File: config.mk
export PLATFORM = sky130hd
export DESIGN_NAME = layerRenderer
export DESIGN_NICKNAME = d
export VERILOG_FILES = /design/src/source/videoPkg.sv /design/src/source/layerRenderer.sv
export VERILOG_INCLUDE_DIRS = /design/src /design/src/source
export SDC_FILE = /design/constraint.sdc
export NUM_CORES = 2
export LEC_CHECK = 0
export ABC_AREA = 0
export CELL_PAD_IN_SITES_DETAIL_PLACEMENT = 1
export CELL_PAD_IN_SITES_GLOBAL_PLACEMENT = 2
export CORE_MARGIN = 2
export CORE_UTILIZATION = 23
export DETAILED_ROUTE_END_ITERATION = 7
export DONT_BUFFER_PORTS = 1
export PLACE_DENSITY_LB_ADDON = 0.1
export SETUP_SLACK_MARGIN = 0.4
export SLEW_MARGIN = 20
export SYNTH_ARGS = -nofsm -noshare
export SYNTH_HDL_FRONTEND = slang
export SYNTH_SLANG_ARGS = --single-unit
File: constraint.sdc
create_clock -name clk -period 11.66 [get_ports clk]
set_input_delay 1.749 -clock clk [delete_from_list [all_inputs] [get_ports clk]]
set_output_delay 1.749 -clock clk [all_outputs]
set_load 0.01 [all_outputs]
File: src/source/video_consts.svh
`ifndef VIDEO_CONSTS_SVH
`define VIDEO_CONSTS_SVH

// raster geometry for the 384x224 arcade screen

`define VID_LAYERS      3       // number of tile layers
`define VID_LINES       262     // lines per frame

// sync positions
`define VID_HSYNC_START 9'h1dc  // HS rises here
`define VID_VSYNC_ON    9'h100  // line that sets VS
`define VID_VSYNC_OFF   9'd1    // line that clears VS

// horizontal blanking edges
`define VID_HB_LEFT     9'd64   // first visible pixel
`define VID_HB_RIGHT    9'd448  // first blanked pixel on the right

// vertical blanking edges
`define VID_VB_TOP      9'd15   // first visible line
`define VID_VB_BOTTOM   9'd238  // last visible line

// each ROM word holds eight pixels so 384/8 words per line
`define VID_WORDS       48

`endif
File: src/source/videoPkg.sv
package videoPkg;

    typedef logic [8:0]  hPos_t;      // pixel count within the line
    typedef logic [8:0]  vPos_t;      // line count within the frame
    typedef logic [3:0]  colorIdx_t;  // 0 is transparent
    typedef logic [1:0]  layerId_t;
    typedef logic [5:0]  pixel_t;     // layer above color index
    typedef logic [15:0] romAddr_t;   // layer, line[7:0], column[5:0]
    typedef logic [31:0] romWord_t;   // nibble k is pixel k

    // line fetch sequencing in each renderer
    typedef enum logic [2:0] {
        IDLE,
        REQ,
        WAITACK,
        WAITDROP,
        DONE
    } fetchState_t;

    // the arbiter idle state carries its own name so both enums share this scope
    typedef enum logic [2:0] {
        ARBIDLE,
        ROMREQ,
        ROMDROP,
        LAYERACK,
        LAYERDROP
    } arbState_t;

endpackage

File: src/source/layerRenderer.sv
`timescale 1ns/100ps
`include "video_consts.svh"

module layerRenderer #(
    parameter videoPkg::layerId_t layerNum = '0
) (
    input  logic                clk,
    input  logic                rst,
    input  logic                cen,
    input  logic                start,
    input  videoPkg::vPos_t     vrender,
    input  videoPkg::vPos_t     vdump,
    input  videoPkg::hPos_t     hdump,
    output logic                req,
    output videoPkg::romAddr_t  addr,
    input  logic                ack,
    input  videoPkg::romWord_t  data,
    output videoPkg::colorIdx_t color
);

    videoPkg::fetchState_t state;
    logic [5:0]            col;      // word column being fetched
    logic                  wrBank;   // bank filled for the next line
    logic [7:0]            lineLo;   // line latched at start
    logic                  wrEn;
    logic [6:0]            wrIdx;
    videoPkg::hPos_t       hVis;     // position inside the visible span
    logic                  visible;
    logic [6:0]            rdIdx;
    videoPkg::romWord_t    rdWord;

    // two banks of one line each
    videoPkg::romWord_t lineBuf [2*`VID_WORDS];

    assign addr = {layerNum, lineLo, col};  // stable for the whole request

    always_ff @(posedge clk) begin
        if (rst) begin
            state  <= videoPkg::IDLE;
            req    <= 1'b0;
            col    <= '0;
            wrBank <= 1'b0;
            lineLo <= '0;
        end else begin
            case (state)
                videoPkg::IDLE,
                videoPkg::DONE: begin
                    if (cen && start) begin
                        col    <= '0;
                        wrBank <= vrender[0];     // odd lines use bank 1
                        lineLo <= vrender[7:0];
                        state  <= videoPkg::REQ;
                    end
                end
                videoPkg::REQ: begin
                    req   <= 1'b1;
                    state <= videoPkg::WAITACK;
                end
                videoPkg::WAITACK: begin
                    if (ack) begin
                        req   <= 1'b0;  // word is written this cycle
                        state <= videoPkg::WAITDROP;
                    end
                end
                videoPkg::WAITDROP: begin
                    if (!ack) begin
                        if (col == 6'(`VID_WORDS - 1)) begin
                            state <= videoPkg::DONE;
                        end else begin
                            col   <= col + 6'd1;
                            state <= videoPkg::REQ;
                        end
                    end
                end
                default: state <= videoPkg::IDLE;
            endcase
        end
    end

    assign wrEn  = state == videoPkg::WAITACK && ack;
    assign wrIdx = (wrBank ? 7'(`VID_WORDS) : 7'd0) + {1'b0, col};

    always_ff @(posedge clk) begin
        if (wrEn) begin
            lineBuf[wrIdx] <= data;
        end
    end

    // display side reads the other bank straight from hdump
    assign hVis    = hdump - `VID_HB_LEFT;
    assign visible = hdump >= `VID_HB_LEFT && hdump < `VID_HB_RIGHT;
    assign rdIdx   = (vdump[0] ? 7'(`VID_WORDS) : 7'd0) + {1'b0, hVis[8:3]};
    assign rdWord  = lineBuf[rdIdx];
    assign color   = visible ? rdWord[{hVis[2:0], 2'b00} +: 4] : '0;  // nibble k is pixel k

    // a whole line must be fetched within one line time
    fetchDoneAtStart: assert property (@(posedge clk) disable iff (rst)
        (cen && start) |-> (state == videoPkg::DONE || state == videoPkg::IDLE))
        else $error("layer %0d fetch still busy at line start", layerNum);

endmodule

# ---- Word level (Yosys, flattened, before mapping)
# Memory sizes are Yosys's and may differ from the RTL's.
# Index checks and enable logic that the tools add are counted.
dict set report totals {
  ff_bits 19
  ramBits 3072
  wordCells 49
  memories 1
  input_bits 64
  output_inout_bits 21
}
dict set report op_classes {
  n_mux 16
  eq_ne 9
  reduce_logical 11
  addsub 4
  shift 1
  magnitude_cmp 2
}
# name depth width rd rd_ports_with_merged_regs wr line_no
set mem_list {}
lappend mem_list {lineBuf 96 32 1 0 1 layerRenderer.sv:33} ;# videoPkg::romWord_t lineBuf [2*`VID_WORDS];
# cell count
set ops {}
lappend ops {{$shiftx A32 B6 Y4} 1}
lappend ops {{$mux W6} 5}
lappend ops {{$add A6 B6 Y7} 2}
lappend ops {{$mux W3} 4}
lappend ops {{$pmux W3 S4} 1}
lappend ops {{$pmux W6 S2} 1}
lappend ops {{$ge A9 B7 Y1 const B} 1}
lappend ops {{$lt A9 B9 Y1 const B} 1}
lappend ops {{$sub A9 B7 Y9 const B} 1}
lappend ops {{$ne A2 B2 Y1 const B} 4}
lappend ops {{$add A6 B1 Y6 const B} 1}
lappend ops {{$eq A3 B2 Y1 const B} 2}
lappend ops {{$eq A6 B6 Y1 const B} 1}
lappend ops {{$mux W4} 1}
lappend ops {{$reduce_and A2 Y1} 2}
lappend ops {{$reduce_and A4 Y1} 1}
lappend ops {{$reduce_bool A2 Y1} 2}
lappend ops {{$eq A3 B1 Y1 const B} 1}
lappend ops {{$eq A3 B3 Y1 const B} 1}
lappend ops {{$logic_and A1 B1 Y1} 3}
lappend ops {{$logic_not A3 Y1} 1}
lappend ops {{$mux W1} 3}
lappend ops {{$reduce_and A3 Y1} 1}
lappend ops {{$pmux W1 S2} 1}
lappend ops {{$reduce_or A2 Y1} 1}

# ---- Logic depth before layout (Yosys ltp)
# An unclocked memory read counts as a cell.
dict set report logic_depth {
  word_depth 5
  depth_mapped 20
  ltp_nobuf 12
}

# ---- Worst setup path after synthesis
# No wires, ideal clock.
dict set report synth_path {
  path_kind {input -> output}
  start {input port hdump[6]}
  end {output port color[3]}
  n_path_buf 9
  path_slack_ns 4.001
  t_arrival_ns 5.910
  cell_stages 18
  path_cell_list {buf_2 > inv_1 > buf_4 > buf_2 > clkbuf_1 > clkbuf_1 > ha_1 > inv_1 > ha_1 > fa_1 > clkbuf_1 > clkbuf_1 > clkbuf_1 > dlygate4sd1_1 > a2111oi_0 > nor4_1 > a31oi_1 > a2bb2oi_1}
}
dict set report synth_via {
  elab_chain_cells 5
  elab_cells_between_ends 8
  classes_between {2 x add/sub; 2 x order compare; 1 x shift; 1 x mux; 1 x reduce/logical; 1 x memory}
}
# element line_no
set synth_rtl {}
lappend synth_rtl {{start, declared} layerRenderer.sv:13} ;# input videoPkg::hPos_t hdump,
lappend synth_rtl {{$sub A9 B7 Y9 (no source line)} -}
lappend synth_rtl {{$add A6 B6 Y7} layerRenderer.sv:92} ;# assign rdIdx = (vdump[0] ? 7'(`VID_WORDS) : 7'd0) + {1'b0, hVis[8:3]};
lappend synth_rtl {{$mem_v2 Z96 W32} -}
lappend synth_rtl {{$shiftx A32 B6 Y4} layerRenderer.sv:94} ;# assign color = visible ? rdWord[{hVis[2:0], 2'b00} +: 4] : '0;
lappend synth_rtl {{$mux W4 (*)} layerRenderer.sv:94}
lappend synth_rtl {{end, declared} layerRenderer.sv:18} ;# output videoPkg::colorIdx_t color
# Mark *: on every way between the ends. The rest lies on a longest branch, timed or not.

# ---- Worst setup path after layout
dict set report layout_path {
  start {input port hdump[3]}
  end {output port color[0]}
}
# The elaborated chain is that of the path after synthesis.

==> metrics.md <==
| Metric | Value |
|---|---|
| Status | finished, final reports clean |
| Core Box Area | between 0.5 and 0.6 sq mm |
| H-tree Lvls | 5 |
| Synth area leaders | edfxtp_1 77%, mux4_2 15%, mux2i_1 1.4% |
| CTS root buffer | clkbuf_16 |
| DR vias/cell | between 4 and 5 |
| DR DRC count | 0 |
| Top cells by instance count after synthesis | 3072 x edfxtp_1, 777 x mux4_2, 169 x nand2_1 |
| Syn-to-layout area delta | 17.68% |
| Cell Pwr Density | 175.6 mW/mm^2 |
| Post-route ant nets | 0 |
| CP Launch Type | primary input |
| Leakage | ~42 nW |
| Half-perimeter wire length after placement | 245800 um |
| Min-delay worst type | flip-flop to flip-flop |
| Hold Vio Cnt, Final | 0 |
| Clock-pin slew on the worst setup and hold paths | roughly 0.05 ns |
| Post-Place Cells | approximately 12000 |
| Hold Buf Count CTS | 0 |
| Fmax | between 0.1 and 0.15 GHz |
| Num ports | 85 |
| Post-cts repair resize count | 0 |
| Overflow after GRT | 0 |
| WL per Instance | between 30 and 40 um |
| Layout fillers | roughly 52000 |
| Final TNS setup | 0 ns |
| Total wire length | 459500 um |
| CTS tree | yes |
| Final Power | 24.65 mW |
| Footprint of the multi-input gates | between 0.02 and 0.03 sq mm |
| Ys async rst share | 0 |
| RSZ-0062 raised after global routing | no |
| Final Net Count | between 5000 and 6000 |
| Global-route met2 utilization | 0.2914 |
| Fin cells | ~13000 |
| CTS buffer count | 373 |
| Place WS | about 2.1 ns |
| Vias in the first global route | 62250 |
| Die X | 724.2 um |
| Crit Path Category | primary input to output port |
| Yosys top cell area share | 0.7732 |
| Max Root-Sink Buffers | 4 |
| Largest driver fanout on the critical path | 80 |
| Starting Density | 0.2308 |
| Worst VDD drop | approximately 0.14 mV |
| Via count | slightly below 60000 |
| Pins Over Slew Limit | 0 |
| Worst EP required | 9.91 ns |
| GPL Wtd Cong | 0.7631 |
| Final clock skew | ~0.034 ns |
| FF/Latch Area | around 0.093 sq mm |
| Share of cells above drive strength 1 | 0.2782 |
| Die height | around 720 um |
| Sink Count | 3090 |
| Tcrit/Tclk final | 0.8051 |
| First-pass GRT wire length | roughly 600000 um |
| Pin count of the biggest net entering global routing | about 280 |
| YS warnings | 0 |
| Tightest Pin Transition | between 1 and 1.5 ns |
| Yosys top cell by area | edfxtp_1 |
| Post-synthesis area per instance | roughly 23 sq um |
| Register area share after synthesis | 0.7763 |
| Global routing's busiest layer | met2 |
| GR Util All Layers | 0.1732 |
| Final setup fails | 0 |
| Dominant synthesized flop cell | edfxtp_1 |
| Final Critical Period | about 9.4 ns |
| Synth Register Bits | just over 3000 |
| Worst EP arrival | roughly 7.6 ns |
| M3 GR Usage | 0.02437 |
| Post-route setup slack | approximately 2.3 ns |
| Setup repair bufs after CTS | 0 |
| Synth Instances | roughly 5200 |
| Worst skew pair latency | 1.00 ns |
| Most frequent cell after synthesis | edfxtp_1 |
| Post-synth EDFFs | between 3000 and 4000 |
| Die area | 0.5245 sq mm |
| Max-slew headroom | 0.2351 |
| Initial antenna violation count | just over 50 |
| Initial DRC Count | 5447 |
| Netlist cell types | 78 |
| Critical Path End Type | output port |
| MaxCap Viol Count | 0 |
| Port Buffer Count | 0 |
| Cell Rows | approximately 260 |
| Detailed Routing Iterations Pass 1 | 5 |
| Syn Std Cell Area | 0.1193 sq mm |
| Met1 Use GR | 0.2408 |
==> placed cells by master (no fill, tap or decap), types with 24 or more instances in the layout <==
| cell | count |
|---|---|
| edfxtp_1 | 3072 |
| mux4_2 | 777 |
| clkbuf_16 | 377 |
| buf_4 | 172 |
| mux2i_1 | 167 |
| nand2_1 | 163 |
| nor2_4 | 96 |
| clkinv_1 | 93 |
| clkbuf_1 | 86 |
| a22oi_1 | 82 |
| clkinv_2 | 66 |
| a21oi_1 | 64 |
| nor2_1 | 46 |
| nand3_1 | 43 |
| o22ai_1 | 33 |
| o21ai_0 | 30 |
| diode_2 | 29 |
| nor3_1 | 27 |
| buf_16 | 24 |
==> critical path: stages <==
cell     delay (ns)
buf_16         0.26
buf_16         0.46
buf_16         0.42
buf_16         0.43
buf_16         0.39
mux4_2         0.62
mux4_2         0.53
a22oi_1        0.70
a31oi_1        0.40
o31ai_1        0.36
a32oi_1        0.16
buf_4          0.23
buf_4          0.16
==> per-layer routing <==
metal | vias up | share of wire
li1 | 23030 | -
met1 | 33210 | 0.45
met2 | 1341 | 0.49
met3 | 431 | 0.047
met4 | 0 | 0.017
met5 | - | 0
==> final cells by class <==
| cell class | count | share of cell area |
|---|---|---|
| Clock inverter | 204 | 0.01186 |
| Inverter | 14 | 0.0004813 |
| Clock buffer | 463 | 0.06950 |
| Antenna cell | 29 | 0.0005169 |
| Timing Repair Buffer | 198 | 0.01413 |
| Multi-Input combinational cell | 1844 | 0.1822 |
| Sequential cell | 3090 | 0.6596 |
| Tap cell | 6916 | 0.06164 |
==> power by group <==
part	internal [mW]	switching [mW]
clock network	6.30	4.78
registers	12.2	0.00326
logic	0.459	0.892
total	19.0	5.68
==> sequential cells by signal, summed over array words and instances, names as in the netlist <==
signal and cells:
lineBuf 3072, lineLo 8, col 6, state 3, req 1
==> through the flow <==
stage                     utilization  area, sq um  hold WS [ns]
after floorplan                     -       119300        0.4481
after global placement         0.2485       128500        0.4772
after detailed placement       0.2490       128700        0.4974
after CTS                      0.2711       140200        0.5057
after global routing           0.2714       140300        0.5279
final                          0.2716       140400        0.5021
==> kinds of logic (layout without fill, tap and decap cells) <==
kind of cell               after synthesis  after routing  share of synthesized area
buffers and inverters                  305            879                    0.01663
other                                    1             31                 0.00003143
muxes                                  970            970                     0.1654
DFF                                   3090           3090                     0.7763
adders and majority gates                7              7                  0.0008600
and+or+nand+nor                        499            499                    0.01908
xor gates and xnor gates                 3              3                  0.0002203
AOI/OAI and AO/OA                      363            363                    0.02151
==> path summary, 6_finish.rpt <==
path	slack, ns	end	depth (start not counted)	start
setup reg to reg	7.11	lineBuf[26][23]$_DFFE_PP_	6	col[4]$_SDFFE_PP0P_
hold / removal	0.50	lineLo[1]$_SDFFE_PP0P_	2	lineLo[1]$_SDFFE_PP0P_
hold reg to reg	0.50	lineLo[1]$_SDFFE_PP0P_	2	lineLo[1]$_SDFFE_PP0P_
setup / recovery	2.27	color[0]	13	hdump[3]
Power figures use the tool's default switching activity.
