**config.mk**
```make
export PLATFORM = sky130hd
export DESIGN_NAME = romArbiter
export DESIGN_NICKNAME = d
export VERILOG_FILES = /design/src/source/videoPkg.sv /design/src/source/romArbiter.sv
export VERILOG_INCLUDE_DIRS = /design/src /design/src/source
export SDC_FILE = /design/constraint.sdc
export NUM_CORES = 1
export LEC_CHECK = 0
export BUFFER_PORTS_ARGS = -buffer_cell sky130_fd_sc_hd__buf_2
export CAP_MARGIN = 20
export CORE_UTILIZATION = 45
export CTS_CLUSTER_SIZE = 30
export DETAILED_ROUTE_END_ITERATION = 10
export GPL_TIMING_DRIVEN = 0
export PLACE_DENSITY = 0.84
export SYNTH_ARGS = -nofsm -noshare
export SYNTH_HDL_FRONTEND = slang
export SYNTH_SLANG_ARGS = --single-unit
```
**constraint.sdc**
```tcl
create_clock -name clk -period 5.2 [get_ports clk]
set_clock_uncertainty 0.1 [all_clocks]
set_input_delay 0.78 -clock clk [delete_from_list [all_inputs] [get_ports clk]]
set_output_delay 0.78 -clock clk [all_outputs]
set_load 0.005 [all_outputs]
```
**src/source/video_consts.svh**
```systemverilog
`ifndef VIDEO_CONSTS_SVH
`define VIDEO_CONSTS_SVH

// raster geometry for the 384x224 arcade screen

`define VID_LAYERS      3       // number of tile layers
`define VID_LINES       262     // lines per frame

// sync positions
`define VID_HSYNC_START 9'h1dc  // HS rises here
`define VID_VSYNC_ON    9'h100  // line that sets VS
`define VID_VSYNC_OFF   9'd1    // line that clears VS

// horizontal blanking edges
`define VID_HB_LEFT     9'd64   // first visible pixel
`define VID_HB_RIGHT    9'd448  // first blanked pixel on the right

// vertical blanking edges
`define VID_VB_TOP      9'd15   // first visible line
`define VID_VB_BOTTOM   9'd238  // last visible line

// each ROM word holds eight pixels so 384/8 words per line
`define VID_WORDS       48

`endif
```
**src/source/videoPkg.sv**
```systemverilog
package videoPkg;

    typedef logic [8:0]  hPos_t;      // pixel count within the line
    typedef logic [8:0]  vPos_t;      // line count within the frame
    typedef logic [3:0]  colorIdx_t;  // 0 is transparent
    typedef logic [1:0]  layerId_t;
    typedef logic [5:0]  pixel_t;     // layer above color index
    typedef logic [15:0] romAddr_t;   // layer, line[7:0], column[5:0]
    typedef logic [31:0] romWord_t;   // nibble k is pixel k

    // line fetch sequencing in each renderer
    typedef enum logic [2:0] {
        IDLE,
        REQ,
        WAITACK,
        WAITDROP,
        DONE
    } fetchState_t;

    // the arbiter idle state carries its own name so both enums share this scope
    typedef enum logic [2:0] {
        ARBIDLE,
        ROMREQ,
        ROMDROP,
        LAYERACK,
        LAYERDROP
    } arbState_t;

endpackage

```
**src/source/romArbiter.sv**
```systemverilog
`timescale 1ns/100ps
`include "video_consts.svh"

module romArbiter (
    input  logic                    clk,
    input  logic                    rst,
    input  logic [`VID_LAYERS-1:0]  layerReq,
    input  videoPkg::romAddr_t      layerAddr [`VID_LAYERS],
    output logic [`VID_LAYERS-1:0]  layerAck,
    output videoPkg::romWord_t      layerData,
    output logic                    romReq,
    output videoPkg::romAddr_t      romAddr,
    input  logic                    romAck,
    input  videoPkg::romWord_t      romData
);

    videoPkg::arbState_t state;
    videoPkg::layerId_t  last;       // layer served most recently
    videoPkg::layerId_t  grant;      // layer in flight
    videoPkg::layerId_t  nextGrant;
    logic                found;

    // round robin search starting after the last served layer
    always_comb begin
        nextGrant = last;
        found     = 1'b0;
        for (int k = 1; k <= `VID_LAYERS; k++) begin
            if (!found && layerReq[(int'(last) + k) % `VID_LAYERS]) begin
                nextGrant = videoPkg::layerId_t'((int'(last) + k) % `VID_LAYERS);
                found     = 1'b1;
            end
        end
    end

    always_ff @(posedge clk) begin
        if (rst) begin
            state    <= videoPkg::ARBIDLE;
            romReq   <= 1'b0;
            layerAck <= '0;
            grant    <= '0;
            last     <= videoPkg::layerId_t'(`VID_LAYERS - 1);  // layer 0 goes first
        end else begin
            case (state)
                videoPkg::ARBIDLE: begin
                    if (found && !romAck) begin  // previous ROM cycle fully closed
                        grant   <= nextGrant;
                        romAddr <= layerAddr[nextGrant];
                        romReq  <= 1'b1;
                        state   <= videoPkg::ROMREQ;
                    end
                end
                videoPkg::ROMREQ: begin
                    if (romAck) begin
                        layerData <= romData;  // held until the layer takes it
                        romReq    <= 1'b0;
                        state     <= videoPkg::ROMDROP;
                    end
                end
                videoPkg::ROMDROP: begin
                    if (!romAck) begin
                        layerAck[grant] <= 1'b1;
                        state           <= videoPkg::LAYERACK;
                    end
                end
                videoPkg::LAYERACK: begin
                    if (!layerReq[grant]) begin
                        layerAck <= '0;
                        state    <= videoPkg::LAYERDROP;
                    end
                end
                videoPkg::LAYERDROP: begin
                    last  <= grant;  // priority rotates past this layer
                    state <= videoPkg::ARBIDLE;
                end
                default: state <= videoPkg::ARBIDLE;
            endcase
        end
    end

    romAddrStable: assert property (@(posedge clk) disable iff (rst)
        romReq |=> (!romReq || $stable(romAddr)))
        else $error("ROM address moved during a request");

    ackOneHot: assert property (@(posedge clk) disable iff (rst) $onehot0(layerAck))
        else $error("more than one layer acknowledged");

endmodule

```
; ---- Word-level counts from Yosys, hierarchy flattened
; Index checks and enable logic that the tools add are counted.
[word_totals]
regBits = 59
input_bits = 86
out_inout_bits = 52
wordCells = 79
[op_classes]
addsub = 3
div = 3
magnitude_cmp = 6
n_eq_ne = 8
mux = 33
bitwise_logic = 3
n_reduce_logical = 16
[ops]
columns = cell, n
row1 = "32-bit by 4-bit less-than comparator with 1-bit output, second input constant", 3
row2 = "32-bit by 3-bit modulo with 32-bit output, second input constant", 3
row3 = 16-bit binary-select mux with 2-bit select, 1
row4 = 16-bit two-way mux, 2
row5 = 3-bit two-way mux, 6
row6 = 1-bit two-way mux, 13
row7 = 3-bit one-hot mux with 4 select lines, 1
row8 = 3-bit AND reduction, 4
row9 = 1-bit binary-select mux with 2-bit select, 4
row10 = "2-bit != test, second input constant", 4
row11 = "2-bit by 2-bit adder with 3-bit output, second input constant", 2
row12 = "3-bit by 2-bit equality test with 1-bit output, second input constant", 2
row13 = 2-bit two-way mux, 3
row14 = 3-bit one-hot mux with 2 select lines, 1
row15 = 1-bit logical AND, 4
row16 = 4-bit AND reduction, 1
row17 = 2-bit nonzero test, 2
row18 = "2-bit by 1-bit adder with 3-bit output, second input constant", 1
row19 = "3-bit by 1-bit equality test with 1-bit output, second input constant", 1
row20 = "3-bit equality test, second input constant", 1
row21 = "3-bit greater-or-equal comparator, second input constant", 1
row22 = 1-bit logical NOT, 3
row23 = 3-bit logical NOT, 1
row24 = "2-bit by 3-bit less-than comparator with 1-bit output, second input constant", 1
row25 = 7 further kinds, 7

; ---- Logic depth before layout (Yosys ltp)
[depth]
word_depth = 16
ltp_mapped = 10
ltp_nobuf = 8

; ---- Worst setup path before layout
; No wires, ideal clock.
[synth_path]
kind = in2reg
startpoint = in rst
endpoint = reg layerData[0], enable pin
arrival_ns = 3.238
required_time_ns = 4.639
path_slack_ns = 1.401
cell_stages = 2
n_path_buf = 1
path_cell_list = clkbuf_1 nor3_1
[synth_via]
elab_chain_cells = 2
[synth_lines]
columns = element, line
row1 = start: declaration, romArbiter.sv:6  ; input logic rst,
row2 = 1-bit NOT (no source line), -
row3 = 3-bit AND reduction (no source line), -
row4 = end signal: assignment, romArbiter.sv:54  ; layerData <= romData;
row5 = end: declaration, romArbiter.sv:10  ; output videoPkg::romWord_t layerData,
; No other way between the ends.
; A chain may end at the register's enable or synchronous reset.

; ---- Worst setup path in the final report
[layout_path]
startpoint = reg last[0]
endpoint = reg romAddr[12], data pin
[layout_via]
elab_chain_cells = 16
elab_cells_between_ends = 28
[layout_lines]
columns = element, line
row1 = start: declaration, romArbiter.sv:18  ; videoPkg::layerId_t last;
row2 = start signal: assignment, romArbiter.sv:41  ; last <= videoPkg::layerId_t'(`VID_LAYERS - 1);
row3 = start signal: assignment, romArbiter.sv:72  ; last <= grant;
row4 = 2-bit by 1-bit adder with 3-bit output, "romArbiter.sv:28, romArbiter.sv:29"
row5 = 32-bit by 3-bit modulo with 32-bit output (no source line), -
row6 = 1-bit binary-select mux with 2-bit select, romArbiter.sv:28  ; if (!found && layerReq[(int'(last) + k) % `VID_LAYERS]) begin
row7 = 1-bit two-way mux (3 in series), romArbiter.sv:28
row8 = 1-bit logical NOT, romArbiter.sv:28
row9 = 1-bit logical AND, romArbiter.sv:28
row10 = 1-bit two-way mux, romArbiter.sv:28
row11 = 1-bit logical NOT, romArbiter.sv:28
row12 = 1-bit logical AND, romArbiter.sv:28
row13 = 2-bit two-way mux *, romArbiter.sv:28
row14 = 2-bit NOT with 3-bit output (not written as such) *, romArbiter.sv:47  ; romAddr <= layerAddr[nextGrant];
row15 = 16-bit binary-select mux with 2-bit select *, romArbiter.sv:47
row16 = 16-bit two-way mux (not written as such) * (2 in series), romArbiter.sv:47
row17 = end signal: assignment, romArbiter.sv:47
row18 = end: declaration, romArbiter.sv:12  ; output videoPkg::romAddr_t romAddr,
; Mark *: on every way between the ends. The rest lies on a longest branch, timed or not. The select of a mux whose other input is x is not followed.

==> Flow_metrics.wiki <==
{| class="wikitable"
! Metric !! Value
|-
| CP Launch Type || register
|-
| Launch point of the worst reg-to-reg path || last[0]
|-
| Grt total ovfl || 0
|-
| Result of the run || complete, no violations
|-
| Compound-Gate Fraction of Synth Area || 0.140
|-
| First-iteration detailed-routing DRC count || 62
|-
| Post-synthesis share of cell area spent on full adders, half adders and majority gates || 0.0199
|-
| Most repeated cell in the gate-level netlist after synthesis || edfxtp_1
|-
| Highest achievable clock rate || 0.377 GHz
|-
| Distinct cells, synth || 37
|-
| Final Cycle Share || 0.510
|-
| Clock insertion delay at the later pin of the skew report || 0.32 ns
|-
| Worst slew margin || 0.675
|-
| Buf/Inv on CP || 3
|-
| Cell breakdown of the critical path || inv_1 -> ha_1 -> a22o_1 -> a211oi_4 -> o21a_2 -> a22o_1 -> buf_2 -> clkbuf_1 -> o2bb2ai_1
|-
| Routed via count || 1972
|-
| Fraction of layout instances using a drive strength above 1 || 0.505
|-
| Final instance area || 3560 um2
|-
| Hold-fix buffers at CTS || 0
|-
| Type of the setup path with the least slack || reg2reg
|-
| Register clock-pin slew on the reported worst setup and hold paths || 0.07 ns
|-
| Deepest clock path buffer count || 2
|-
| WP data arrival || 2.61 ns
|-
| Flip-flop and latch count after synthesis || 59
|-
| Share of synthesized area spent on multiplexers || 0.0836
|-
| Most area-consuming cells after synthesis || edfxtp_1, dfxtp_1, mux2i_1
|-
| Cell at the root of the clock tree || clkbuf_8
|-
| Average wire per cell in the routed design || 14.0 um
|-
| Count of endpoints failing setup in the final report || 0
|-
| Synth Warn # || 0
|-
| Power consumption || 1.15 mW
|-
| Setup crit end kind || register
|-
| WL final || 5570 um
|-
| CP max-delay cell || dfxtp_1
|-
| CP Max Fanout || 10
|-
| Slew of the pin with the lowest slew margin || 0.485 ns
|-
| Number of enable-type register cells in the synthesized netlist || 48
|-
| Sinks on the clock net || 59
|-
| Vias per cell || 4.97
|-
| Final hold violation count || 0
|-
| Cell count after synthesis || 171
|-
| Number of diodes || 0
|-
| Dominant register cell in the synthesized netlist || edfxtp_1
|-
| Buffer count from post-CTS setup fixing || 0
|-
| Share of synthesized registers carrying an async set or reset || 0
|-
| Area share of the leading cell type in the synthesized netlist || 0.573
|-
| Routability Congestion || 0.809
|-
| Post-synthesis share of cell area spent on xor and xnor gates || 0
|-
| Simple-Gate Fraction of Synth Area || 0.0677
|-
| Clock tree from TritonCTS || yes
|-
| Cell occurring most often along the worst timing path || a22o_1
|-
| FILL cells || 403
|-
| Horizontal extent of the die || 76.7 um
|-
| Total instance count after detailed placement || 381
|-
| Worst setup path startpoint || last[0]
|-
| Total Nets Final || 412
|-
| CORE AREA || 5240 um2
|-
| Area after detailed placement || 3320 um2
|-
| Antenna violations before repair || 0
|-
| Worst Hold Launch || layerAck[0]
|-
| Total iterations of the first detailed-routing run || 4
|-
| Sequential-to-total area share from yosys stat || 0.661
|-
| Max VDD drop || 0.000230 V
|-
| Netlist Area Pre-Place || 2510 um2
|-
| Largest family of logic cells by synthesized area || compound AO/OA/AOI/OAI gates
|-
| Vias in the first global route || 1863
|-
| Vertical extent of the die || 76.7 um
|-
| Biggest area consumer among synthesized cells || edfxtp_1
|-
| Worst hold path class || reg2reg
|-
| Starting density of the core || 0.480
|-
| Post-synthesis net count || 261
|-
| Final critical delay including setup and external delays || 2.65 ns
|-
| Final Max Tran Viols || 0
|-
| CTS-repair resized insts || 0
|-
| Total number of H-tree levels || 3
|-
| Required time worst endpoint || 5.15 ns
|-
| List of most frequent post-synthesis cells || edfxtp_1, mux2i_1, o2bb2ai_1, nor2_1, dfxtp_1
|-
| Sum of negative setup slack || 0 ns
|-
| Port Buf Inserts || 137
|-
| Num CTS Buffers || 9
|-
| Max-cap viol count || 0
|-
| # DRC || 0
|-
| Setup repair after global routing missed its margin || no
|-
| # rows || 26
|-
| Post-route insts no fill || 397
|-
| Overall die area || 5890 um2
|-
| Static power due to leakage || 1.53 nW
|-
| Global-route wire length before repair || 8870 um
|-
| Signed area change from the synthesized netlist to the final layout || 41.8%
|-
| Post-Syn Area per Cell || 14.7 um2
|-
| Detailed placer's ending HPWL || 4420 um
|-
| Pwr/cell area || 323 nW/um2
|-
| Global routing usage summed across all routing layers || 0.200
|-
| Slowest stage delay, CP || 0.40 ns
|-
| Largest net degree at the start of global routing || 15
|-
| Count of boundary I/O pins || 138
|-
| Antenna-violating nets left || 0
|-
| Largest delay share family, worst path || compound AO/OA/AOI/OAI gates
|}
through the flow:
step | util | setup slack (ns) | hold slack [ns]
finish | 0.680 | 2.55 | 0.365
floorplan | - | 1.40 | 0.360
detailed placement | 0.634 | 2.33 | 0.355
global placement | 0.628 | 0.665 | 0.351
global route | 0.680 | 2.31 | 0.394
CTS | 0.680 | 2.53 | 0.372
placed cells by master (no fill, tap or decap), types with 2 or more instances in the layout:
cell type / netlist / routed
a21oi_1: 7 / 7
a22o_1: 2 / 2
buf_2: 1 / 138
buf_4: 1 / 2
buf_6: 1 / 3
bufinv_16: 0 / 3
clkbuf_1: 2 / 3
clkbuf_8: 0 / 10
clkinv_2: 0 / 2
dfxtp_1: 11 / 11
edfxtp_1: 48 / 48
ha_1: 4 / 4
inv_1: 5 / 5
mux2i_1: 21 / 21
nand2_1: 5 / 5
nand2b_1: 3 / 3
nand3b_1: 2 / 2
nor2_1: 13 / 13
nor3b_1: 3 / 3
nor4_1: 2 / 2
o21ai_0: 3 / 3
o22a_1: 2 / 2
o22ai_1: 2 / 2
o2bb2ai_1: 16 / 16
power by group:
group          leakage [nW]  switching, mW  total, mW  internal (mW)
logic                 0.874         0.0552      0.117         0.0614
registers             0.528        0.00618      0.536          0.530
clock network         0.123          0.169      0.499          0.330
total                  1.53          0.230       1.15          0.921
final timing paths:
check	end	slack, ns	cells past startpoint
worst max-delay path	romAddr[12]	2.55	9
worst min-delay path	layerAck[0]	0.36	2
worst max register to register	romAddr[12]	2.55	9
worst min register to register	layerAck[0]	0.36	2
final cells by class:
class,count,area [um2],share of cell area
Sequential cell,59,1660,0.466
Buffer,6,51.3,0.0144
Timing Repair Buffer,140,716,0.201
Clock inverter,5,100,0.0281
Multi-Input combinational cell,101,787,0.221
Tap cell,70,87.6,0.0246
Clock buffer,11,141,0.0397
Inverter,5,18.8,0.00527
state kept, by name, indices dropped and copies added, names as in the netlist:
name / flops
layerData: 32
romAddr: 16
layerAck: 3
state: 3
grant: 2
last: 2
romReq: 1
logic make-up (layout without fill, tap and decap cells):
family / after synthesis / count (layout)
muxes: 21 / 21
DFF: 59 / 59
and+or+nand+nor: 33 / 33
adders and majority gates: 4 / 4
buffers and inverters: 11 / 167
AOI/OAI and AO/OA: 43 / 43
worst reg2reg max path, cell delays in order, from the launching register on:
cell and delay (ns):
dfxtp_1 0.40, inv_1 0.10, ha_1 0.26, a22o_1 0.23, a211oi_4 0.27, o21a_2 0.21, a22o_1 0.12, buf_2 0.18
clkbuf_1 0.37, o2bb2ai_1 0.14
routing by layer:
metal	vias up	part of all wire	global-route usage
li1	972	-	-
met1	891	0.42	0.242
met2	101	0.49	0.331
met3	8	0.069	0.0571
met4	0	0.013	0.0904
met5	-	0	0
Note: power is estimated with default switching activity, not from simulation.
