[config.mk]
export PLATFORM = sky130hd
export DESIGN_NAME = colorMixer
export DESIGN_NICKNAME = d
export VERILOG_FILES = /design/src/source/videoPkg.sv /design/src/source/colorMixer.sv
export VERILOG_INCLUDE_DIRS = /design/src /design/src/source
export SDC_FILE = /design/constraint.sdc
export NUM_CORES = 1
export LEC_CHECK = 0
export BUFFER_PORTS_ARGS = -buffer_cell sky130_fd_sc_hd__buf_2
export CORE_AREA = 2 2 39 41
export CTS_CLUSTER_DIAMETER = 60
export DETAILED_ROUTE_END_ITERATION = 8
export DIE_AREA = 0 0 41 43
export MAX_ROUTING_LAYER = met4
export SETUP_SLACK_MARGIN = 0.2
export SLEW_MARGIN = 40
export SYNTH_ARGS = -nofsm -noshare
export SYNTH_HDL_FRONTEND = slang
export SYNTH_SLANG_ARGS = --single-unit
[constraint.sdc]
create_clock -name clk -period 1.7 [get_ports clk]
set_input_delay 0.255 -clock clk [delete_from_list [all_inputs] [get_ports clk]]
set_output_delay 0.255 -clock clk [all_outputs]
set_load 0.01 [all_outputs]
[src/source/video_consts.svh]
`ifndef VIDEO_CONSTS_SVH
`define VIDEO_CONSTS_SVH

// raster geometry for the 384x224 arcade screen

`define VID_LAYERS      3       // number of tile layers
`define VID_LINES       262     // lines per frame

// sync positions
`define VID_HSYNC_START 9'h1dc  // HS rises here
`define VID_VSYNC_ON    9'h100  // line that sets VS
`define VID_VSYNC_OFF   9'd1    // line that clears VS

// horizontal blanking edges
`define VID_HB_LEFT     9'd64   // first visible pixel
`define VID_HB_RIGHT    9'd448  // first blanked pixel on the right

// vertical blanking edges
`define VID_VB_TOP      9'd15   // first visible line
`define VID_VB_BOTTOM   9'd238  // last visible line

// each ROM word holds eight pixels so 384/8 words per line
`define VID_WORDS       48

`endif
[src/source/videoPkg.sv]
package videoPkg;

    typedef logic [8:0]  hPos_t;      // pixel count within the line
    typedef logic [8:0]  vPos_t;      // line count within the frame
    typedef logic [3:0]  colorIdx_t;  // 0 is transparent
    typedef logic [1:0]  layerId_t;
    typedef logic [5:0]  pixel_t;     // layer above color index
    typedef logic [15:0] romAddr_t;   // layer, line[7:0], column[5:0]
    typedef logic [31:0] romWord_t;   // nibble k is pixel k

    // line fetch sequencing in each renderer
    typedef enum logic [2:0] {
        IDLE,
        REQ,
        WAITACK,
        WAITDROP,
        DONE
    } fetchState_t;

    // the arbiter idle state carries its own name so both enums share this scope
    typedef enum logic [2:0] {
        ARBIDLE,
        ROMREQ,
        ROMDROP,
        LAYERACK,
        LAYERDROP
    } arbState_t;

endpackage

[src/source/colorMixer.sv]
`timescale 1ns/100ps
`include "video_consts.svh"

module colorMixer (
    input  logic                clk,
    input  logic                rst,
    input  logic                cen,
    input  logic                HB,
    input  logic                VB,
    input  videoPkg::colorIdx_t layerColor [`VID_LAYERS],
    output videoPkg::pixel_t    pixel
);

    videoPkg::pixel_t nextPix;  // winning layer for the current hdump
    videoPkg::pixel_t pixReg;

    // walk from the bottom layer up so layer 0 wins
    always_comb begin
        nextPix = '0;
        for (int i = `VID_LAYERS - 1; i >= 0; i--) begin
            if (layerColor[i] != '0) begin
                nextPix = {videoPkg::layerId_t'(i), layerColor[i]};
            end
        end
    end

    always_ff @(posedge clk) begin
        if (rst) begin
            pixReg <= '0;
        end else if (cen) begin
            pixReg <= nextPix;  // pixel for the hdump seen at this tick
        end
    end

    // HB and VB are registered on the same tick so they line up with pixReg
    assign pixel = (HB || VB) ? '0 : pixReg;

endmodule

Word level (Yosys, flattened, before mapping)
Cells that the tools add are included.
{"block": "classes", "n_mux": 4, "n_reduce_logical": 4}
{"operator": "$mux 6", "count": 4}
{"operator": "$reduce_bool 4->1", "count": 3}
{"operator": "$logic_or 1x1->1", "count": 1}
{"block": "totals", "ff_bits": 6, "inputBits": 17, "wordCells": 9}

Longest topological paths before layout
Gate-level depths: netlist of run 1.
{"block": "logic_depth", "word_depth": 4, "depth_mapped": 4}

Worst setup path after synthesis of run 1
No wires, ideal clock.
{"block": "synth_path", "path_kind": "input port to flip-flop", "start": "input layerColor[8] (netlist bit)", "end": "register pixReg[2]", "setup_time_ns": 0.091, "arrival_ns": 0.936, "path_slack_ns": 0.673, "path_stages": 3, "n_path_buf": 0, "cell_sequence": "nor4_4 -> o21ai_1 -> a311oi_1"}
{"block": "synth_between", "elab_chain_cells": 2}
{"element": "start, declared", "line_no": "colorMixer.sv:10", "rtl": "input videoPkg::colorIdx_t layerColor [`VID_LAYERS],"}
{"element": "$reduce_bool 4->1", "line_no": "colorMixer.sv:21", "rtl": "if (layerColor[i] != '0) begin"}
{"element": "$mux 6", "line_no": "colorMixer.sv:21"}
{"element": "end signal, assigned", "line_no": "colorMixer.sv:31", "rtl": "pixReg <= nextPix;"}
{"element": "end, declared", "line_no": "colorMixer.sv:15", "rtl": "videoPkg::pixel_t pixReg;"}
Every way passes these cells.
A chain may end at the register's enable or synchronous reset.

Worst setup path after layout of run 1
{"block": "layout_path", "start": "input VB", "end": "output pixel[2]"}
{"block": "layout_between", "elab_chain_cells": 2}
{"element": "start, declared", "line_no": "colorMixer.sv:9", "rtl": "input logic VB,"}
{"element": "$logic_or 1x1->1", "line_no": "colorMixer.sv:36", "rtl": "assign pixel = (HB || VB) ? '0 : pixReg;"}
{"element": "$mux 6", "line_no": "colorMixer.sv:36"}
{"element": "end, declared", "line_no": "colorMixer.sv:11", "rtl": "output videoPkg::pixel_t pixel"}
Every way passes these cells.

==> summary.md, run 1 <==
| Metric | Value |
|---|---|
| Status | completed |
| Worst setup path endpoint | pixel[2] |
| Final Hold Viols | 0 |
| Most used DFF post-synth | dfxtp_1 |
| Clock root buffer | clkbuf_4 |
| Cell count after synthesis | 42 |
| Worst setup startpoint | VB |
| Fill cells | 163 |
| Max VDD drop | 214 µV |
| Largest net degree at the start of global routing | 10 |
| Global-route wire length before repair | 1450 µm |
| Final period util | 0.684 |
| LEAKAGE | 0.219 nW |
| Layout Skew | 0 ns |
| CP Capture Type | primary output |
| WL final | a little over 900 µm |
| Setup CP Type | input pin to primary output |
| Post-synth top area cell | dfxtp_1 |
| Routability Congestion | a little over 0.7 |
| Crit path time final | 1.16 ns |
| TNS Setup | 0 ns |
| Crit path DAT | a little over 0.9 ns |
| Part of the power in the clock network | 0.384 |
| Most flops, register | pixReg |
| PwrDens | 690 nW/µm² |
| Slew @ Worst Pin | 0.397 ns |
| Simple-gate share of the synthesized area | 0.454 |
| Pint | ~260 µW |
| Vias in the first global route | between 300 and 400 |
| Clock Path Buffers | 2 |
| Seq pwr share | 0.440 |
| Top area cells in the synthesized netlist | dfxtp_1 (34%), and2_1 (11%), nor4_4 (6.1%) |
| Mapped cell area | 350 µm² |
| Worst-path cell chain | buf_2 > nor2_1 > and2_1 > buf_2 |
| Unrepaired setup endpoints after global routing | false |
| DRC viols | 0 |
| Clock Latency Late Sink | 0.24 ns |
| FF-to-FF path depth | 2 |
| Reg2reg setup slack | 1.00 ns |
| Initial drt markers | 5 |
| Die Area | 1760 µm² |
| Average wire per standard cell | 11.2 µm |
| Finish-stage setup viols | 0 |
| CTS Hold Bufs | 0 |
| Initial antenna violation count | 0 |
| Max reg flops | 6 |
| FFs w/ async S/R, synth | 0 |
| Layout Utilization | 0.360 |
| CTS tree | yes |
| Synth Area per Inst | 8.34 µm² |
| Gates resized, CTS repair | 0 |
| DPL Wire Length | just over 700 µm |
| CTS H-tree depth | 1 |
| Largest family of logic cells by synthesized area | simple AND/OR/NAND/NOR gates |
| Grt ovf | 0 |
| FF+latch count, synth | 6 |
| Crit start category | input pin |
| Psw | just under 90 µW |
| CTS clk-pin slew, worst paths | 0.04 ns |
| Layout cells sized above 1 | 0.424 |
| # diodes | 0 |
| Post-CTS Setup Inserts | 0 |
| Worst r2r dst | pixReg[3] |
| Post-Synth Adder-Cell Area | 0 |
| DRT Pass-1 Iters | 2 |
| Reg area | roughly 120 µm² |
| Post-synth EDFFs | 0 |
| Clock Sinks | 6 |
| Maximum clock frequency | 860 MHz |
| Sw Share | 0.257 |
| Family with the most delay on the worst path | simple AND/OR/NAND/NOR gates |
| Crit Reg-Reg Startpoint | pixReg[3] |
| Nets | between 80 and 90 |
| Core Rows | 14 |
| Area share of the largest cell type after synthesis | 0.343 |
| Post-synthesis mux area share | 0 |
| Area of the core | 1380 µm² |
| Worst path most repeated cell | buf_2 |
| Port Buffers | 22 |
| Max_cap viols | 0 |
| Initial Util | 0.253 |
| Max FO, Critical Path | 6 |
| Slew Limit Fails | 0 |
| Part of the Yosys area used for sequential elements | 0.343 |
| Boundary pin count | 23 |
| WP buf/inv | 2 |
| Critical Path RT | between 1 and 1.5 ns |
| CP peak stage delay | ~0.25 ns |
| Slowest stage cell, crit path | nor2_1 |
| Rel. slew slack | 0.728 |
| Yosys warns | 0 |
| Compound-Gate Fraction of Synth Area | 0.157 |
| Hold crit path type | input pin to register |
| Syn-to-layout area delta | 42.1% |
| Syn Nets | 59 |
| Combinational share of power | 0.176 |
| TritonCTS buffer count | 3 |
| Post-Synth XOR/XNOR Area | 0 |
| Vias | 383 |
| Die height | 43 µm |
| Biggest regs | pixReg x6 |
| Final antenna-violating net count | 0 |
| Multi-input logic area | 214 µm² |
| Total GRT Usage | 0.130 |
| Distinct cells, synth | 19 |
| Via density | ~4.7 |
| Die width | around 41 µm |
| Commonest cells in the netlist | and2_1 (6), dfxtp_1 (6), nor2_1 (5) |
| CP Depth | 4 |
| Hold Slack | roughly 0.26 ns |
==> worst register-to-register path, delay by kind of cell (launching register included) <==
kind             cells  cell delay, ns
AND/OR/NAND/NOR      1            0.04
AO/OA/AOI/OAI        1            0.24
flip-flops           1            0.32
==> worst min path at each step <==
stage                         start   endpoint  slack (ns)  depth (start not counted)
after floorplan                 rst  pixReg[4]        0.32                          1
after global placement    pixReg[5]  pixReg[5]        0.45                          2
after detailed placement  pixReg[5]  pixReg[5]        0.45                          2
after CTS                       rst  pixReg[5]        0.25                          2
after global routing            rst  pixReg[4]        0.26                          2
final                           rst  pixReg[5]        0.26                          2
==> cells by family (layout without fill, tap and decap cells) <==
kind of cell	count (synthesis)	after routing
compound gates	8	8
flops	6	6
simple gates	24	24
buf+inv	4	28
==> area by class of cell <==
cell class	instances	share of cell area
multi-input cells	32	0.430
flip-flops and latches	6	0.241
repair buffers	22	0.221
clock buffers	3	0.0452
well taps	16	0.0402
inverters	3	0.0226
==> cell usage in the layout, fill, tap and decap left out, types with 2 or more instances in the layout <==
cell type,instances
a2111oi_0,2
nand2_1,2
nor2_1,5
clkbuf_4,3
nor4_1,2
a21oi_1,2
and2_1,6
nor3_1,2
buf_2,22
a311oi_1,2
inv_1,2
nor4b_1,2
dfxtp_1,6
o21ai_1,2
==> metal layers <==
metal	vias up	share of wire	global-route usage
li1	207	-	-
met1	159	0.49	0.150
met2	17	0.43	0.175
met3	0	0.078	0.0314
met4	0	0	0.120
met5	-	0	-
==> stage by stage <==
stage               cells  cell area, µm²  setup slack, ns  power, mW
floorplan              42             350            0.673      0.178
global placement       79             475            0.479      0.214
detailed placement     79             475            0.394      0.214
CTS                    82             498            0.522      0.353
global route           82             498            0.441      0.366
finish                 82             498            0.537      0.344
==> power by group through the flow <==
stage | logic [mW] | clock network, mW | registers, mW
after CTS | 0.0605 | 0.141 | 0.151
final | 0.0605 | 0.132 | 0.151
after global placement | 0.0604 | 0 | 0.154
after floorplan | 0.0254 | 0 | 0.153
after global routing | 0.0678 | 0.146 | 0.152
after detailed placement | 0.0602 | 0 | 0.154
Note: power is estimated with default switching activity, not from simulation.
==> inputs of run 2 (changes only) <==
--- a/config.mk
+++ b/config.mk
@@ -6,11 +6,11 @@
 export SDC_FILE = /design/constraint.sdc
 export NUM_CORES = 1
 export LEC_CHECK = 0
+export ABC_AREA = 1
 export BUFFER_PORTS_ARGS = -buffer_cell sky130_fd_sc_hd__buf_2
-export CORE_AREA = 2 2 39 41
+export CORE_UTILIZATION = 30
 export CTS_CLUSTER_DIAMETER = 60
 export DETAILED_ROUTE_END_ITERATION = 8
-export DIE_AREA = 0 0 41 43
 export MAX_ROUTING_LAYER = met4
 export SETUP_SLACK_MARGIN = 0.2
 export SLEW_MARGIN = 40
==> constraint.sdc (replaced) <==
create_clock -name clk -period 1.2 [get_ports clk]
set_input_delay 0.18 -clock clk [delete_from_list [all_inputs] [get_ports clk]]
set_output_delay 0.18 -clock clk [all_outputs]
set_load 0.01 [all_outputs]
==> run 2 against run 1 <==
Net effect:
- flip-flop and latch count did not move
- die area fell by 13%
- synthesized area rose by 19%
- critical path type is now register to primary output
- highest routed layer is now met4
==> summary.md, run 2 <==
| Metric | Value |
|---|---|
| Clock Latency Late Sink | 0.24 ns |
| Hold Slack | 0.109 ns |
| Crit path time final | 0.983 ns |
| Finish-stage setup viols | 0 |
| CP peak stage delay | 0.32 ns |
| LEAKAGE | 0.310 nW |
| FFs w/ async S/R, synth | 0 |
| Die Area | 1540 µm² |
| Worst-path cell chain | inv_1 > nor2_1 > buf_2 |
| CTS clk-pin slew, worst paths | 0.04 ns |
| Slew @ Worst Pin | 0.189 ns |
| DRT Pass-1 Iters | 4 |
| Syn Nets | 88 |
| Global-route wire length before repair | 1440 µm |
| Area share of the largest cell type after synthesis | 0.288 |
| Max_cap viols | 0 |
| Mapped cell area | approximately 420 µm² |
| Status | completed |
| Die height | 39.3 µm |
| GRT met3 Usage | 0.0682 |
| Most used DFF post-synth | dfxtp_1 |
| Initial Util | 0.320 |
| Area of the core | 1300 µm² |
| Commonest cells in the netlist | inv_1 (16), nor2_1 (14), nand2_1 (13), dfxtp_1 (6) |
| Post-synth EDFFs | 0 |
| Crit start category | register |
| PwrDens | slightly below 900 nW/µm² |
| Max reg flops | 6 |
| Clock root buffer | clkbuf_4 |
| Placed cell area | 542 µm² |
| DPL Wire Length | 774 µm |
| Average wire per standard cell | about 8.3 µm |
| Largest net degree at the start of global routing | 8 |
| Fill cells | 156 |
| Nets | 114 |
| Critical Path RT | about 1.0 ns |
| Post-synth top area cell | dfxtp_1 |
| Layout Skew | 0 ns |
| Fin area | 574 µm² |
| Boundary pin count | 23 |
| Distinct cells, synth | 15 |
| Count leader, synth | inv_1 |
| GR Util met1 | 0.156 |
| TritonCTS buffer count | 3 |
| Vias | 484 |
| Slew Limit Fails | 0 |
| Reg area | 128 µm² |
| # diodes | 0 |
| Biggest regs | pixReg x6 |
| CTS H-tree depth | 1 |
| Rel. slew slack | 0.873 |
| Cell count after synthesis | 71 |
| Final Hold Viols | 0 |
| Slowest stage cell, crit path | dfxtp_2 |
| Crit path DAT | 0.80 ns |
| Post-CTS Setup Inserts | 0 |
| Routability Congestion | 0.749 |
| Grt ovf | 0 |
| Die width | 39.3 µm |
| Final period util | 0.819 |
| Tot Pwr | 501 µW |
| Maximum clock frequency | 1020 MHz |
| Via density | ~4.4 |
| Max VDD drop | 549 µV |
| Hold crit path type | input pin to register |
| WL final | slightly above 900 µm |
| Initial drt markers | 14 |
| Final antenna-violating net count | 0 |
| Core Rows | 13 |
| Most flops, register | pixReg |
| Most common cell after layout, fill and taps aside | buf_2 |
| GR peak layer | met2 |
| CP Capture Type | primary output |
| DRC viols | 0 |
| Top area cells in the synthesized netlist | dfxtp_1 (29%), inv_1 (14%), nor2_1 (13%) |
| Most frequent cells in the layout | buf_2 (22), nor2_1 (14), inv_1 (13), nand2_1 (13), dfxtp_2 (6) |
| Part of the Yosys area used for sequential elements | 0.288 |
| TNS Setup | 0 ns |
| Clock Sinks | 6 |
| Port Buffers | 22 |
| Total GRT Usage | 0.144 |
| Layout cells sized above 1 | 0.432 |
| FF+latch count, synth | 6 |
| Max FO, Critical Path | 2 |
| Setup CP Type | register to primary output |
| Met2 Use GR | 0.242 |
| Synth Area per Inst | 5.87 µm² |
| Clock Path Buffers | 2 |
| CTS Hold Bufs | 0 |
| Unrepaired setup endpoints after global routing | true |
| CTS tree | yes |
| Syn-to-layout area delta | 37.8% |
| Vias in the first global route | 378 |
| Yosys warns | 0 |
| Initial antenna violation count | 0 |
| Multi-input logic area | 231 µm² |
-- run 2: metrics by stage --
| step | instances | setup WS [ns] | utilization |
|---|---|---|---|
| after CTS | 110 | 0.195 | 0.440 |
| after global placement | 107 | 0.198 | 0.416 |
| after detailed placement | 107 | 0.189 | 0.416 |
| after floorplan | 71 | 0.322 | - |
| final | 110 | 0.217 | 0.441 |
| after global routing | 110 | 0.171 | 0.441 |
-- run 2: final timing paths --
path | startpoint | cells past startpoint | end | slack, ns
setup / recovery | pixReg[4] | 3 | pixel[4] | 0.22
hold / removal | rst | 2 | pixReg[5] | 0.11
setup reg to reg | pixReg[4] | 2 | pixReg[4] | 0.53
hold reg to reg | pixReg[5] | 2 | pixReg[5] | 0.47
-- run 2: power breakdown --
group	switching (mW)	total [mW]	internal (mW)
clock	0.0663	0.179	0.113
sequential	0.00560	0.219	0.214
combinational	0.0571	0.103	0.0456
-- run 2: layer usage --
layer  vias up  part of all wire
met2         8              0.50
met1       213              0.45
met4         0            0.0077
met3         2             0.045
met5         -                 0
li1        261                 -
-- run 2: cell families (layout without fill, tap and decap cells) --
family | count (synthesis) | after routing | share of synthesized area
and+or+nand+nor | 36 | 36 | 0.402
AOI/OAI and AO/OA | 11 | 11 | 0.147
DFF | 6 | 6 | 0.288
buffers and inverters | 18 | 42 | 0.162
-- run 2: repair_timing --
action / in CTS / in global routing
pin swaps: 0 / 3
setup endpoints to repair: 6 / 6
resized for setup: 6 / 4
-- run 2: layout make-up --
cell class,instances,share of cell area
timing repair buffer,22,0.192
inverter,17,0.111
clock buffer,3,0.0392
multi-input combinational,47,0.403
sequential,6,0.222
tap,15,0.0327
-- run 2: worst max-delay path, delay by kind of cell (launching register included) --
| family | cells | cell delay [ns] |
|---|---|---|
| AND/OR/NAND/NOR | 1 | 0.08 |
| buffers and inverters | 2 | 0.16 |
| flip-flops | 1 | 0.32 |
